[config.mk]
export PLATFORM = sky130hd
export DESIGN_NAME = dcache_missunit
export DESIGN_NICKNAME = d
export VERILOG_FILES = /design/src/design/missunit_pkg.sv /design/src/design/miss_port_arbiter.sv /design/src/design/refill_way_select.sv /design/src/design/miss_mshr.sv /design/src/design/miss_ctrl_fsm.sv /design/src/design/refill_write_port.sv /design/src/design/dcache_missunit.sv
export VERILOG_INCLUDE_DIRS = /design/src /design/src/design
export SDC_FILE = /design/constraint.sdc
export NUM_CORES = 1
export LEC_CHECK = 0
export ABC_AREA = 0
export BUFFER_PORTS_ARGS = -buffer_cell sky130_fd_sc_hd__buf_2
export CAP_MARGIN = 20
export CORE_AREA = 2 2 295 297
export CTS_BUF_LIST = sky130_fd_sc_hd__clkbuf_8 sky130_fd_sc_hd__clkbuf_16
export DETAILED_ROUTE_END_ITERATION = 12
export DIE_AREA = 0 0 297 299
export SYNTH_ARGS = -nofsm -noshare
export SYNTH_HDL_FRONTEND = slang
export SYNTH_SLANG_ARGS = --single-unit
[constraint.sdc]
create_clock -name clk_i -period 9.3 [get_ports clk_i]
set_input_delay 0.465 -clock clk_i [delete_from_list [all_inputs] [get_ports clk_i]]
set_output_delay 0.465 -clock clk_i [all_outputs]
set_load 0.1 [all_outputs]
[src/design/missunit_settings.svh]
// geometry of the write-through L1 data cache miss handler
// the last miss port is the write port; all other ports only read
// a line is 2**MU_OFFSET_W bytes, the tag takes the remaining address bits
`ifndef MISSUNIT_SETTINGS_SVH
`define MISSUNIT_SETTINGS_SVH

// miss ports, the highest one issues writes
`define MU_NUM_PORTS 3
// associativity
`define MU_WAYS 4

// physical address split
`define MU_ADDR_W 32
`define MU_OFFSET_W 4
`define MU_INDEX_W 6

// memory transaction id width
`define MU_TID_W 2
// stores allowed in flight before new stores stall
`define MU_MAX_STORES 4

// non-zero start value of the replacement LFSR
`define MU_LFSR_SEED 8'hA5

`endif

[src/design/missunit_pkg.sv]
// types and helpers shared by the miss handler and its testbench
// widths come from the settings header
`default_nettype none

`include "missunit_settings.svh"

package missunit_pkg;

  typedef logic [`MU_ADDR_W-1:0] paddr_t;
  typedef logic [`MU_ADDR_W-`MU_INDEX_W-`MU_OFFSET_W-1:0] tag_t;
  typedef logic [`MU_INDEX_W-1:0] idx_t;
  typedef logic [$clog2(`MU_WAYS)-1:0] way_t;
  typedef logic [`MU_WAYS-1:0] way_vec_t;
  typedef logic [`MU_TID_W-1:0] tid_t;
  typedef logic [$clog2(`MU_NUM_PORTS)-1:0] port_idx_t;
  typedef logic [`MU_NUM_PORTS-1:0] port_vec_t;
  typedef logic [8*(1<<`MU_OFFSET_W)-1:0] line_t;
  typedef logic [63:0] word_t;
  // log2 of the access size in bytes
  typedef logic [2:0] size_t;

  typedef enum logic {LOAD_REQ, STORE_REQ} mem_req_e;
  typedef enum logic {LOAD_ACK, STORE_ACK} mem_rtrn_e;
  typedef enum logic [2:0] {IDLE, DRAIN, FLUSH, STORE_WAIT, LOAD_WAIT} ctrl_state_e;

  // one miss as raised by a cache port
  typedef struct packed {
    paddr_t   paddr;
    logic     we;
    logic     nc;
    size_t    size;
    tid_t     id;
    word_t    wdata;
    way_vec_t vld_bits;
  } miss_req_t;

  typedef struct packed {
    mem_req_e rtype;
    tid_t     tid;
    logic     nc;
    way_t     way;
    paddr_t   paddr;
    size_t    size;
    word_t    data;
  } mem_req_t;

  typedef struct packed {
    mem_rtrn_e rtype;
    tid_t      tid;
    line_t     data;
  } mem_rtrn_t;

  // cacheline write port towards tag and data memories
  typedef struct packed {
    logic                     vld;
    logic                     nc;
    way_vec_t                 we;
    way_vec_t                 vld_bits;
    tag_t                     tag;
    idx_t                     idx;
    line_t                    data;
    logic [$bits(line_t)/8-1:0] be;
  } cl_wr_t;

  typedef struct packed {
    paddr_t    paddr;
    size_t     size;
    tid_t      id;
    logic      nc;
    way_t      way;
    port_idx_t port;
  } mshr_t;

  // clear the address bits below the access size
  function automatic paddr_t paddr_align(paddr_t paddr, size_t size);
    paddr_t mask;
    mask = ~((paddr_t'(1) << size) - paddr_t'(1));
    return paddr & mask;
  endfunction

  function automatic way_vec_t way_bin2oh(way_t way);
    way_vec_t oh;
    oh      = '0;
    oh[way] = 1'b1;
    return oh;
  endfunction

  // line address, offset bits shifted out
  function automatic paddr_t line_addr(paddr_t paddr);
    return paddr >> `MU_OFFSET_W;
  endfunction

endpackage

`default_nettype wire

[src/design/miss_port_arbiter.sv]
// fixed priority miss arbiter, port 0 wins
// the masked request vector is registered so it can be frozen while waiting for memory
`timescale 1ns/100ps
`default_nettype none

module miss_port_arbiter (
  input  logic                      clk_i,
  input  logic                      rst_ni,
  input  missunit_pkg::port_vec_t   miss_valid_i,
  input  missunit_pkg::port_vec_t   miss_we_i,
  input  logic                      mask_reads_i,
  input  logic                      lock_reqs_i,
  output missunit_pkg::port_idx_t   sel_port_o,
  output logic                      any_req_o
);

  missunit_pkg::port_vec_t masked_d, masked_q;

  // lock keeps the vector of the pending request, mask lets only writes through
  assign masked_d = lock_reqs_i  ? masked_q :
                    mask_reads_i ? (miss_valid_i & miss_we_i) :
                                   miss_valid_i;

  assign any_req_o = |masked_d;

  // lowest set bit wins
  always_comb begin : p_pick
    sel_port_o = '0;
    for (int k = $bits(missunit_pkg::port_vec_t) - 1; k >= 0; k--) begin
      if (masked_d[k]) begin
        sel_port_o = missunit_pkg::port_idx_t'(k);
      end
    end
  end

  always_ff @(posedge clk_i or negedge rst_ni) begin : p_regs
    if (!rst_ni) begin
      masked_q <= '0;
    end else begin
      masked_q <= masked_d;
    end
  end

endmodule

`default_nettype wire

[src/design/refill_way_select.sv]
// refill way choice: first invalid way, else a pseudo random way
// the LFSR only moves when a step hits a full set
`timescale 1ns/100ps
`default_nettype none

`include "missunit_settings.svh"

module refill_way_select (
  input  logic                     clk_i,
  input  logic                     rst_ni,
  input  missunit_pkg::way_vec_t   vld_bits_i,
  input  logic                     step_i,
  output missunit_pkg::way_t       way_o
);

  logic [7:0]         lfsr_q;
  logic               lfsr_fb;
  logic               all_valid;
  missunit_pkg::way_t inv_way;

  assign all_valid = &vld_bits_i;

  // lowest invalid way
  always_comb begin : p_inv_way
    inv_way = '0;
    for (int k = `MU_WAYS - 1; k >= 0; k--) begin
      if (!vld_bits_i[k]) begin
        inv_way = missunit_pkg::way_t'(k);
      end
    end
  end

  assign way_o = all_valid ? lfsr_q[$bits(missunit_pkg::way_t)-1:0] : inv_way;

  // x^8 + x^6 + x^5 + x^4 + 1, maximal length
  assign lfsr_fb = lfsr_q[7] ^ lfsr_q[5] ^ lfsr_q[4] ^ lfsr_q[3];

  always_ff @(posedge clk_i or negedge rst_ni) begin : p_lfsr
    if (!rst_ni) begin
      lfsr_q <= `MU_LFSR_SEED;
    end else if (step_i && all_valid) begin
      // advance only after an eviction, so the next full set sees a new way
      lfsr_q <= {lfsr_q[6:0], lfsr_fb};
    end
  end

endmodule

`default_nettype wire

[src/design/miss_mshr.sv]
// single read MSHR, store counter and line collision checks
// only one read is outstanding, so every accepted LOAD_ACK frees the entry
`timescale 1ns/100ps
`default_nettype none

`include "missunit_settings.svh"

module miss_mshr (
  input  logic                        clk_i,
  input  logic                        rst_ni,
  input  logic                        alloc_i,
  input  missunit_pkg::miss_req_t     req_i,
  input  missunit_pkg::port_idx_t     port_i,
  input  missunit_pkg::way_t          way_i,
  input  logic                        load_ack_i,
  input  logic                        store_ack_i,
  input  logic                        store_sent_i,
  input  missunit_pkg::port_vec_t     miss_valid_i,
  input  missunit_pkg::paddr_t        miss_paddr_i [`MU_NUM_PORTS],
  output missunit_pkg::mshr_t         mshr_o,
  output logic                        mshr_vld_o,
  output logic                        wr_coll_o,
  output missunit_pkg::port_vec_t     replay_o,
  output logic                        store_room_o,
  output logic                        store_pend_o
);

  missunit_pkg::mshr_t     mshr_q;
  logic                    vld_q, vld_q1;
  missunit_pkg::port_vec_t rdrd_hit, rdrd_coll_d, rdrd_coll_q;
  logic [$clog2(`MU_MAX_STORES+1)-1:0] stores_q;

  assign mshr_o     = mshr_q;
  assign mshr_vld_o = vld_q;

  // read/read collision, the delayed valid also covers the refill cycle itself
  // the bit sticks until the port drops its request
  for (genvar k = 0; k < `MU_NUM_PORTS; k++) begin : gen_rdrd
    assign rdrd_hit[k] = (missunit_pkg::line_addr(mshr_q.paddr) ==
                          missunit_pkg::line_addr(miss_paddr_i[k])) && (vld_q || vld_q1);
    assign rdrd_coll_d[k] = miss_valid_i[k] && (rdrd_coll_q[k] || rdrd_hit[k]);
  end
  assign replay_o = rdrd_coll_d;

  // write to the line being refilled must wait
  assign wr_coll_o = (missunit_pkg::line_addr(mshr_q.paddr) ==
                      missunit_pkg::line_addr(miss_paddr_i[`MU_NUM_PORTS-1])) && vld_q;

  assign store_room_o = (stores_q < `MU_MAX_STORES);
  assign store_pend_o = (stores_q != '0);

  always_ff @(posedge clk_i) begin : p_payload
    if (alloc_i) begin
      mshr_q.paddr <= req_i.paddr;
      mshr_q.size  <= req_i.size;
      mshr_q.id    <= req_i.id;
      mshr_q.nc    <= req_i.nc;
      mshr_q.way   <= way_i;
      mshr_q.port  <= port_i;
    end
  end

  always_ff @(posedge clk_i or negedge rst_ni) begin : p_regs
    if (!rst_ni) begin
      vld_q       <= 1'b0;
      vld_q1      <= 1'b0;
      rdrd_coll_q <= '0;
      stores_q    <= '0;
    end else begin
      // allocation wins, a load ack in the same cycle frees the old entry
      if (alloc_i) begin
        vld_q <= 1'b1;
      end else if (load_ack_i) begin
        vld_q <= 1'b0;
      end
      vld_q1      <= vld_q;
      rdrd_coll_q <= rdrd_coll_d;
      if (store_sent_i && !store_ack_i) begin
        stores_q <= stores_q + 1'b1;
      end else if (store_ack_i && !store_sent_i) begin
        stores_q <= stores_q - 1'b1;
      end
    end
  end

endmodule

`default_nettype wire

[src/design/miss_ctrl_fsm.sv]
// controller of the miss handler with invalidation sweep, drain, issue and wait states
// comes out of reset in FLUSH and sweeps every index before taking misses
// enabling the cache always goes through a flush while disabling is immediate
`timescale 1ns/100ps
`default_nettype none

module miss_ctrl_fsm (
  input  logic                       clk_i,
  input  logic                       rst_ni,
  input  logic                       enable_i,
  input  logic                       flush_i,
  input  logic                       wbuffer_empty_i,
  input  logic                       any_req_i,
  input  logic                       is_write_i,
  input  logic                       req_nc_i,
  input  logic                       mshr_vld_i,
  input  logic                       wr_coll_i,
  input  logic                       replay_i,
  input  logic                       store_room_i,
  input  logic                       load_ack_i,
  input  logic                       mem_ack_i,
  output logic                       mem_valid_o,
  output missunit_pkg::mem_req_e     rtype_o,
  output logic                       mshr_alloc_o,
  output logic                       lfsr_step_o,
  output logic                       mask_reads_o,
  output logic                       lock_reqs_o,
  output logic                       replay_o,
  output logic                       flush_en_o,
  output missunit_pkg::idx_t         flush_idx_o,
  output logic                       flush_ack_o,
  output logic                       cache_en_o,
  output logic                       miss_o
);

  missunit_pkg::ctrl_state_e state_d, state_q;
  missunit_pkg::idx_t        cnt_q;
  logic                      enable_d, enable_q;
  logic                      flush_ack_d, flush_ack_q;
  logic                      idle_ok;

  // nothing left in flight
  assign idle_ok     = wbuffer_empty_i && !mshr_vld_i;
  assign flush_idx_o = cnt_q;
  assign cache_en_o  = enable_q;
  // the way selector ignores steps while a free way exists
  assign lfsr_step_o = mshr_alloc_o;
  assign miss_o      = mshr_alloc_o && !req_nc_i;

  always_comb begin : p_fsm
    state_d      = state_q;
    enable_d     = enable_q && enable_i;
    flush_ack_d  = flush_ack_q;
    flush_ack_o  = 1'b0;
    flush_en_o   = 1'b0;
    mem_valid_o  = 1'b0;
    rtype_o      = missunit_pkg::LOAD_REQ;
    mshr_alloc_o = 1'b0;
    replay_o     = 1'b0;
    lock_reqs_o  = 1'b0;
    mask_reads_o = mshr_vld_i;

    unique case (state_q)
      ////////////////////////////////////////////////
      missunit_pkg::IDLE: begin
        if (flush_i || (enable_i && !enable_q)) begin
          // only a flush request is answered at the end of the sweep
          flush_ack_d = flush_i;
          if (idle_ok) begin
            state_d = missunit_pkg::FLUSH;
          end else begin
            state_d = missunit_pkg::DRAIN;
          end
        end else if (any_req_i) begin
          if (is_write_i) begin
            // store passes through unless it hits the refill line or the counter is full
            if (!wr_coll_i && store_room_i) begin
              mem_valid_o = 1'b1;
              rtype_o     = missunit_pkg::STORE_REQ;
              if (!mem_ack_i) begin
                state_d = missunit_pkg::STORE_WAIT;
              end
            end
          end else if (!mshr_vld_i || load_ack_i) begin
            // line may have been refilled while this read waited
            if (replay_i) begin
              replay_o = 1'b1;
            end else begin
              mem_valid_o  = 1'b1;
              mshr_alloc_o = mem_ack_i;
              if (!mem_ack_i) begin
                state_d = missunit_pkg::LOAD_WAIT;
              end
            end
          end
        end
      end
      ////////////////////////////////////////////////
      missunit_pkg::STORE_WAIT: begin
        lock_reqs_o = 1'b1;
        mem_valid_o = 1'b1;
        rtype_o     = missunit_pkg::STORE_REQ;
        if (mem_ack_i) begin
          state_d = missunit_pkg::IDLE;
        end
      end
      missunit_pkg::LOAD_WAIT: begin
        lock_reqs_o = 1'b1;
        mem_valid_o = 1'b1;
        if (mem_ack_i) begin
          mshr_alloc_o = 1'b1;
          state_d      = missunit_pkg::IDLE;
        end
      end
      ////////////////////////////////////////////////
      missunit_pkg::DRAIN: begin
        // only writes pass while reads stay parked until the flush is done
        mask_reads_o = 1'b1;
        flush_ack_d  = flush_ack_q || flush_i;
        if (any_req_i && !wr_coll_i && store_room_i) begin
          mem_valid_o = 1'b1;
          rtype_o     = missunit_pkg::STORE_REQ;
        end
        if (idle_ok) begin
          state_d = missunit_pkg::FLUSH;
        end
      end
      missunit_pkg::FLUSH: begin
        flush_en_o = 1'b1;
        if (&cnt_q) begin
          flush_ack_o = flush_ack_q;
          flush_ack_d = 1'b0;
          enable_d    = enable_i;
          state_d     = missunit_pkg::IDLE;
        end
      end
      default: begin
        state_d = missunit_pkg::IDLE;
      end
    endcase
  end

  always_ff @(posedge clk_i or negedge rst_ni) begin : p_regs
    if (!rst_ni) begin
      state_q     <= missunit_pkg::FLUSH;
      cnt_q       <= '0;
      enable_q    <= 1'b0;
      flush_ack_q <= 1'b0;
    end else begin
      state_q     <= state_d;
      // sweep index returns to zero outside FLUSH
      cnt_q       <= flush_en_o ? cnt_q + 1'b1 : '0;
      enable_q    <= enable_d;
      flush_ack_q <= flush_ack_d;
    end
  end

endmodule

`default_nettype wire

[src/design/refill_write_port.sv]
// memory response decode and cacheline write port
// responses that match no pending transaction are dropped
// only complete lines are written, never partial refills
`timescale 1ns/100ps
`default_nettype none

`include "missunit_settings.svh"

module refill_write_port (
  input  logic                       mem_rtrn_vld_i,
  input  missunit_pkg::mem_rtrn_t    mem_rtrn_i,
  input  missunit_pkg::mshr_t        mshr_i,
  input  logic                       mshr_vld_i,
  input  logic                       store_pend_i,
  input  logic                       flush_en_i,
  input  missunit_pkg::idx_t         flush_idx_i,
  output logic                       load_ack_o,
  output logic                       store_ack_o,
  output missunit_pkg::port_vec_t    rtrn_vld_o,
  output missunit_pkg::tid_t         rtrn_id_o,
  output missunit_pkg::cl_wr_t       cl_wr_o
);

  logic                   cl_write_en;
  missunit_pkg::way_vec_t refill_oh;

  always_comb begin : p_rtrn
    load_ack_o  = 1'b0;
    store_ack_o = 1'b0;
    rtrn_vld_o  = '0;
    if (mem_rtrn_vld_i) begin
      case (mem_rtrn_i.rtype)
        missunit_pkg::LOAD_ACK: begin
          if (mshr_vld_i) begin
            load_ack_o               = 1'b1;
            rtrn_vld_o[mshr_i.port]  = 1'b1;
          end
        end
        missunit_pkg::STORE_ACK: begin
          // store acks always belong to the write port
          if (store_pend_i) begin
            store_ack_o                    = 1'b1;
            rtrn_vld_o[`MU_NUM_PORTS-1]    = 1'b1;
          end
        end
      endcase
    end
  end

  // write buffer matches store acks by id
  assign rtrn_id_o = mem_rtrn_i.tid;

  // nc loads go to the port only
  assign cl_write_en = load_ack_o && !mshr_i.nc;
  assign refill_oh   = missunit_pkg::way_bin2oh(mshr_i.way);

  ////////////////////////////////////////////////
  // sweep clears all ways of one index per cycle
  assign cl_wr_o.we       = flush_en_i  ? '1 :
                            cl_write_en ? refill_oh : '0;
  assign cl_wr_o.vld_bits = (cl_write_en && !flush_en_i) ? refill_oh : '0;
  assign cl_wr_o.vld      = load_ack_o || (|cl_wr_o.we);
  assign cl_wr_o.nc       = mshr_i.nc;
  assign cl_wr_o.idx      = flush_en_i ? flush_idx_i :
                            mshr_i.paddr[`MU_OFFSET_W +: `MU_INDEX_W];
  assign cl_wr_o.tag      = mshr_i.paddr[`MU_OFFSET_W+`MU_INDEX_W +: $bits(missunit_pkg::tag_t)];
  assign cl_wr_o.data     = mem_rtrn_i.data;
  assign cl_wr_o.be       = cl_write_en ? '1 : '0;

endmodule

`default_nettype wire

[src/design/dcache_missunit.sv]
// miss handler of the write-through L1 data cache
// ports below the last one must only raise reads, the last only writes
// mem_req_o is valid only with mem_valid_o and holds until mem_ack_i
`timescale 1ns/100ps
`default_nettype none

`include "missunit_settings.svh"

module dcache_missunit (
  input  logic                                             clk_i,
  input  logic                                             rst_ni,
  input  logic                                             enable_i,
  input  logic                                             flush_i,
  input  logic                                             wbuffer_empty_i,
  output logic                                             flush_ack_o,
  output logic                                             cache_en_o,
  output logic                                             miss_o,
  // cache side miss ports
  input  missunit_pkg::miss_req_t [`MU_NUM_PORTS-1:0]      miss_req_i,
  input  missunit_pkg::port_vec_t                          miss_valid_i,
  output missunit_pkg::port_vec_t                          miss_ack_o,
  output missunit_pkg::port_vec_t                          miss_replay_o,
  output missunit_pkg::port_vec_t                          miss_rtrn_vld_o,
  output missunit_pkg::tid_t                               miss_rtrn_id_o,
  // memory side
  output missunit_pkg::mem_req_t                           mem_req_o,
  output logic                                             mem_valid_o,
  input  logic                                             mem_ack_i,
  input  missunit_pkg::mem_rtrn_t                          mem_rtrn_i,
  input  logic                                             mem_rtrn_vld_i,
  output missunit_pkg::cl_wr_t                             cl_wr_o
);

  missunit_pkg::port_vec_t   miss_we, mshr_replay;
  missunit_pkg::paddr_t      miss_paddr [`MU_NUM_PORTS];
  missunit_pkg::port_idx_t   sel_port;
  missunit_pkg::miss_req_t   sel_req;
  missunit_pkg::way_t        refill_way;
  missunit_pkg::mshr_t       mshr;
  missunit_pkg::mem_req_e    rtype;
  missunit_pkg::idx_t        flush_idx;
  logic any_req, mask_reads, lock_reqs, mshr_alloc, lfsr_step, flush_en, fsm_replay;
  logic mshr_vld, wr_coll, store_room, store_pend, store_sent, load_ack, store_ack;

  for (genvar k = 0; k < `MU_NUM_PORTS; k++) begin : gen_unpack
    assign miss_we[k]    = miss_req_i[k].we;
    assign miss_paddr[k] = miss_req_i[k].paddr;
  end

  assign sel_req    = miss_req_i[sel_port];
  assign store_sent = mem_valid_o && mem_ack_i && (rtype == missunit_pkg::STORE_REQ);

  ////////////////////////////////////////////////
  // request mux, stores never carry a way
  assign mem_req_o.rtype = rtype;
  assign mem_req_o.tid   = sel_req.id;
  assign mem_req_o.nc    = sel_req.nc;
  assign mem_req_o.way   = (rtype == missunit_pkg::LOAD_REQ) ? refill_way : '0;
  assign mem_req_o.paddr = missunit_pkg::paddr_align(sel_req.paddr, sel_req.size);
  assign mem_req_o.size  = sel_req.size;
  assign mem_req_o.data  = sel_req.wdata;

  always_comb begin : p_port_strobes
    miss_ack_o              = '0;
    miss_replay_o           = '0;
    miss_ack_o[sel_port]    = mem_ack_i && mem_valid_o;
    miss_replay_o[sel_port] = fsm_replay;
  end

  miss_port_arbiter u_arb (
    .clk_i, .rst_ni,
    .miss_valid_i, .miss_we_i(miss_we), .mask_reads_i(mask_reads),
    .lock_reqs_i(lock_reqs), .sel_port_o(sel_port), .any_req_o(any_req)
  );

  refill_way_select u_way (
    .clk_i, .rst_ni,
    .vld_bits_i(sel_req.vld_bits), .step_i(lfsr_step), .way_o(refill_way)
  );

  miss_mshr u_mshr (
    .clk_i, .rst_ni,
    .alloc_i(mshr_alloc), .req_i(sel_req), .port_i(sel_port), .way_i(refill_way),
    .load_ack_i(load_ack), .store_ack_i(store_ack), .store_sent_i(store_sent),
    .miss_valid_i, .miss_paddr_i(miss_paddr), .mshr_o(mshr), .mshr_vld_o(mshr_vld),
    .wr_coll_o(wr_coll), .replay_o(mshr_replay), .store_room_o(store_room),
    .store_pend_o(store_pend)
  );

  miss_ctrl_fsm u_fsm (
    .clk_i, .rst_ni, .enable_i, .flush_i, .wbuffer_empty_i,
    .any_req_i(any_req), .is_write_i(sel_req.we), .req_nc_i(sel_req.nc),
    .mshr_vld_i(mshr_vld), .wr_coll_i(wr_coll), .replay_i(mshr_replay[sel_port]),
    .store_room_i(store_room), .load_ack_i(load_ack), .mem_ack_i,
    .mem_valid_o, .rtype_o(rtype), .mshr_alloc_o(mshr_alloc), .lfsr_step_o(lfsr_step),
    .mask_reads_o(mask_reads), .lock_reqs_o(lock_reqs), .replay_o(fsm_replay),
    .flush_en_o(flush_en), .flush_idx_o(flush_idx), .flush_ack_o, .cache_en_o, .miss_o
  );

  refill_write_port u_wr (
    .mem_rtrn_vld_i, .mem_rtrn_i, .mshr_i(mshr), .mshr_vld_i(mshr_vld),
    .store_pend_i(store_pend), .flush_en_i(flush_en), .flush_idx_i(flush_idx),
    .load_ack_o(load_ack), .store_ack_o(store_ack), .rtrn_vld_o(miss_rtrn_vld_o),
    .rtrn_id_o(miss_rtrn_id_o), .cl_wr_o
  );

endmodule

`default_nettype wire

# == Word-level counts from Yosys, hierarchy flattened ==
# Cells that the tools add are included.
# word_totals
reg_bits,67
input_bits,462
output_inout_bits,302
# classes
add_sub_neg,4
magnitude_cmp,7
eq_ne,17
n_shift,1
n_mux,89
n_bitwise,9
reduce_logical,52
# op_table
op,n
107-bit binary-select mux with 2-bit select,1
107-bit two-way mux,1
28-bit equality test,3
3-bit two-way mux,17
1-bit two-way mux,43
32-bit AND,1
32-bit inverter,1
"1-bit by 3-bit left shift with 32-bit output, first input constant",1
"32-bit by 1-bit subtractor with 32-bit output, second input constant",1
1-bit logical AND,24
2-bit two-way mux,11
16-bit two-way mux,1
4-bit two-way mux,3
6-bit two-way mux,2
"4-bit by 2-bit != test with 1-bit output, second input constant",3
3-bit case mux with 4 select lines,1
3-bit AND,3
"2-bit by 3-bit < comparator with 1-bit output, second input constant",3
1-bit case mux with 3 select lines,3
9-bit AND reduction,1
1-bit zero test,8
1-bit logical OR,8
"2-bit by 1-bit != test with 1-bit output, second input constant",4
"6-bit by 1-bit adder with 6-bit output, second input constant",1
24 further kinds,34

# == Longest topological paths before layout ==
# depth
ltp_word,21
mapped_depth,17
depth_no_buf,15

# == By module ==
# Synthesis repeated with hierarchy kept, for this count alone.
# unflattened
cells_unflattened,1006
area_unflattened_um2,8623.3
# modules_own_cells
module,instances,cells_per_inst,area_per_inst_um2
dcache_missunit,1,493,3253.1
miss_mshr,1,186,2551.2
refill_write_port,1,197,1515.2
miss_ctrl_fsm,1,84,745.7
refill_way_select,1,27,380.4
miss_port_arbiter,1,19,177.7

# == Worst setup path after synthesis ==
# OpenSTA, ideal clock, no wires.
# synth_path
path_type,flip-flop to output port
startpoint,register u_fsm.state_q[1]
endpoint,output port mem_req_o[69] in the netlist's numbering
t_arrival_ns,5.767
slack_ns,3.068
path_stages_with_launch,14
path_cell_list,dfstp_2 buf_4 nor3b_4 or2_1 a32oi_4 inv_2 buf_2 nand2_1 a21oi_1 nor4_1 nand2b_1 ha_1 o31a_1 a2111oi_1
# synth_rtl
element,line,text
"start, declared",miss_ctrl_fsm.sv:36,"missunit_pkg::ctrl_state_e state_d, state_q;"
"start signal, assigned",miss_ctrl_fsm.sv:145,state_q <= missunit_pkg::FLUSH;
"start signal, assigned",miss_ctrl_fsm.sv:150,state_q <= state_d;
"end, declared",dcache_missunit.sv:26,"output missunit_pkg::mem_req_t mem_req_o,"

==> out/qor.csv <==
metric,value,unit
"Clk pin slew, worst setup/hold paths",0.06,ns
vias in the first global route,8564,
reg-to-reg setup timing slack,4.71,ns
gr usage total,14.6,%
worst-path cell chain,"nor3b_4, o21ai_1, o21a_4, inv_2, a21oi_4, buf_4, buf_4, nor2_1, a2111oi_1, buf_2",
post-synth top area share,22.9,%
Placed Cells,2400,
CTS root buf,clkbuf_16,
DRC viols,0,
gpl congestion,0.914,
Synthesized Nets,1496,
family with the most delay on the worst path,buffers and inverters,
crit path DAT,5.27,ns
number of I/O pins,764,
status,"complete, no violations",
P per Cell Area,503,nW/um^2
Area growth syn-to-layout,30.4,%
Max Root-Sink Buffers,2,
static leakage,4.33,nW
Main synth FF type,edfxtp_1,
Total Routed Length,67300,um
Post-CTS Setup Repair Bufs,0,
vias per cell,3.65,
Sinks on Clock Net,63,
dominant cells by area after synthesis,"buf_4 23%, edfxtp_1 13%, xnor2_1 9.7%, o22ai_1 8.0%, dfrtp_1 7.9%",
crit path time final,5.73,ns
GRT overflow,0,
cell count after synthesis,1029,
"Power, Total",5.20,mW
"most common cell after layout, fill and taps aside",buf_2,
"Slowest-stage cell, CP",buf_4,
cell area after layout,10300,sq um
sequential share of the synthesized area,22.1,%
RSZ-0062 raised after global routing,no,
highest-count cells in the layout ignoring fill and taps,"503 x buf_2, 122 x nor2_1, 114 x a21oi_1, 101 x o22ai_1, 88 x xnor2_1",
latest clock arrival within the worst-skew pair,0.37,ns
largest net degree at the start of global routing,69,
"Async S/R FF share, synth",47.6,%
leading area contributor after synthesis,buf_4,
"most used cell, CP",buf_4,
Syn Area/Cell,7.70,sq um
IO buf count,503,
endpoints failing setup,0,
core footprint,85900,sq um
Routed Antenna Nets,0,
ratio of cells with drive above 1 in the final layout,45.0,%
slew margin rel.,29.8,%
Final #Nets,1723,
Die Span Y,299,um
routed len/inst,27.7,um
DRT Pass-1 Iters,5,
Synth cell types,66,
DRT iter0 DRCs,666,
CTS tree,yes,
die extent in x,297,um
initial antenna violation count,70,
DP HPWL,58500,um
Slew @ Worst Pin,1.05,ns
CTS Hold Bufs,0,
via count,8896,
# rows,108,
crit path launch type,flip-flop,
Worst EP required,8.84,ns
Final Cycle Share,61.6,%
Crit Path Class,reg -> out,
# Max-Cap Violations,0,
Fmax,175,MHz
Hold Path Class,in -> async,
skew final,0.00847,ns
critical path endpoint category,output pin,
Synth Cell Area,7930,sq um
final setup TNS,0,ns
cts repair resizes,0,
Max Transition Viols Final,0,
Die Footprint,88800,sq um
WP buf/inv,4,
Crit Path Max Fanout,67,
"slowest stage delay, CP",0.76,ns
post-layout util,12.0,%
Fillers,10200,
first-pass GRT wire length,85800,um
Yosys warning total,0,
"flops & latches, synth",63,
Num CTS Buffers,9,
Final Non-Filler Cells,2434,
"Hold Vio Cnt, Final",0,
Initial Util,9.22,%
DP Area,9970,sq um
H-tree depth,3,
Post-synth EDFFs,33,
peak supply drop,0.000313,V
-- registers in the layout, summed over array words and instances, names as in the netlist --
register            flops
u_mshr.rdrd_coll_q      3
u_arb.masked_q          3
u_fsm.flush_ack_q       1
u_way.lfsr_q            8
u_mshr.mshr_vld_o       1
u_mshr.mshr_o          33
u_mshr.stores_q         3
u_mshr.vld_q1           1
u_fsm.state_q           3
u_fsm.cache_en_o        1
u_fsm.flush_idx_o       6
-- cells by family after synthesis --
family / count (synthesis) / synth area share [%]
adder cells (fa/ha/maj): 5 / 0.884
AO/OA/AOI/OAI: 279 / 21.7
XOR/XNOR: 94 / 10.4
flip-flops: 63 / 22.1
buffers and inverters: 319 / 26.7
multiplexers: 18 / 2.84
AND/OR/NAND/NOR: 251 / 15.4
-- metal layers --
| layer | wire, um | global-route usage [%] | vias to the layer above |
|---|---|---|---|
| met4 | 1460 | 2.38 | 36 |
| met3 | 9140 | 7.67 | 169 |
| li1 | - | - | 3867 |
| met1 | 26800 | 17.8 | 4094 |
| met5 | 242 | 0 | - |
| met2 | 29700 | 23.1 | 730 |
-- final cells by class --
type	count	area [sq um]	share of cell area (%)
well taps	1155	1450	14.0
inverters	22	82.6	0.799
clock buffers	10	250	2.42
repair buffers	513	2590	25.1
diodes	18	45.0	0.436
multi-input cells	647	4100	39.7
clock inverters	6	66.3	0.642
flip-flops and latches	63	1750	16.9
-- synth_stat cells (all sizes together), types with 2 or more instances --
cell	count
buf	258
xnor2	88
nor2	122
o22ai	101
clkbuf	39
a21boi	2
and3	4
o32ai	3
nand2	21
o221ai	3
ha	4
mux2i	3
dfstp	5
inv	22
nor3	9
edfxtp	33
a21o	5
o21ai	13
nand3b	4
nand4	19
xor2	6
nor3b	3
nor2b	22
o31a	2
a21oi	115
o22a	3
dfrtp	25
o211ai	5
and2	7
mux2	15
nand2b	7
or2	6
a211oi	2
a31oi	5
o21a	3
nand3	17
nor4	9
o221a	2
-- metrics by stage --
stage / hold slack [ns] / worst slack (ns)
2_1_floorplan: 0.169 / 3.07
3_3_place_gp: 0.475 / 3.59
3_5_place_dp: 0.497 / 3.92
4_1_cts: 0.138 / 3.46
5_1_grt: 0.174 / 3.20
6_report: 0.152 / 3.57
-- path summary, 6_finish.rpt --
path                                  start                  to  cells after the start
max                        u_fsm.state_q[1]       mem_req_o[69]                     10
min                                  rst_ni  u_mshr.stores_q[0]                      1
max reg2reg                u_fsm.state_q[1]  u_mshr.stores_q[2]                     15
min reg2reg                 u_way.lfsr_q[6]     u_way.lfsr_q[6]                      1
max in group asynchronous            rst_ni     u_way.lfsr_q[6]                      1
min in group clk_i                 enable_i    u_fsm.cache_en_o                      2
-- report_power, final --
| part | switching, mW | internal [mW] | leakage [nW] |
|---|---|---|---|
| combinational | 3.74 | 0.680 | 3.49 |
| clock | 0.158 | 0.225 | 0.160 |
| sequential | 0.0450 | 0.351 | 0.679 |
Power figures use the tool's default switching activity.
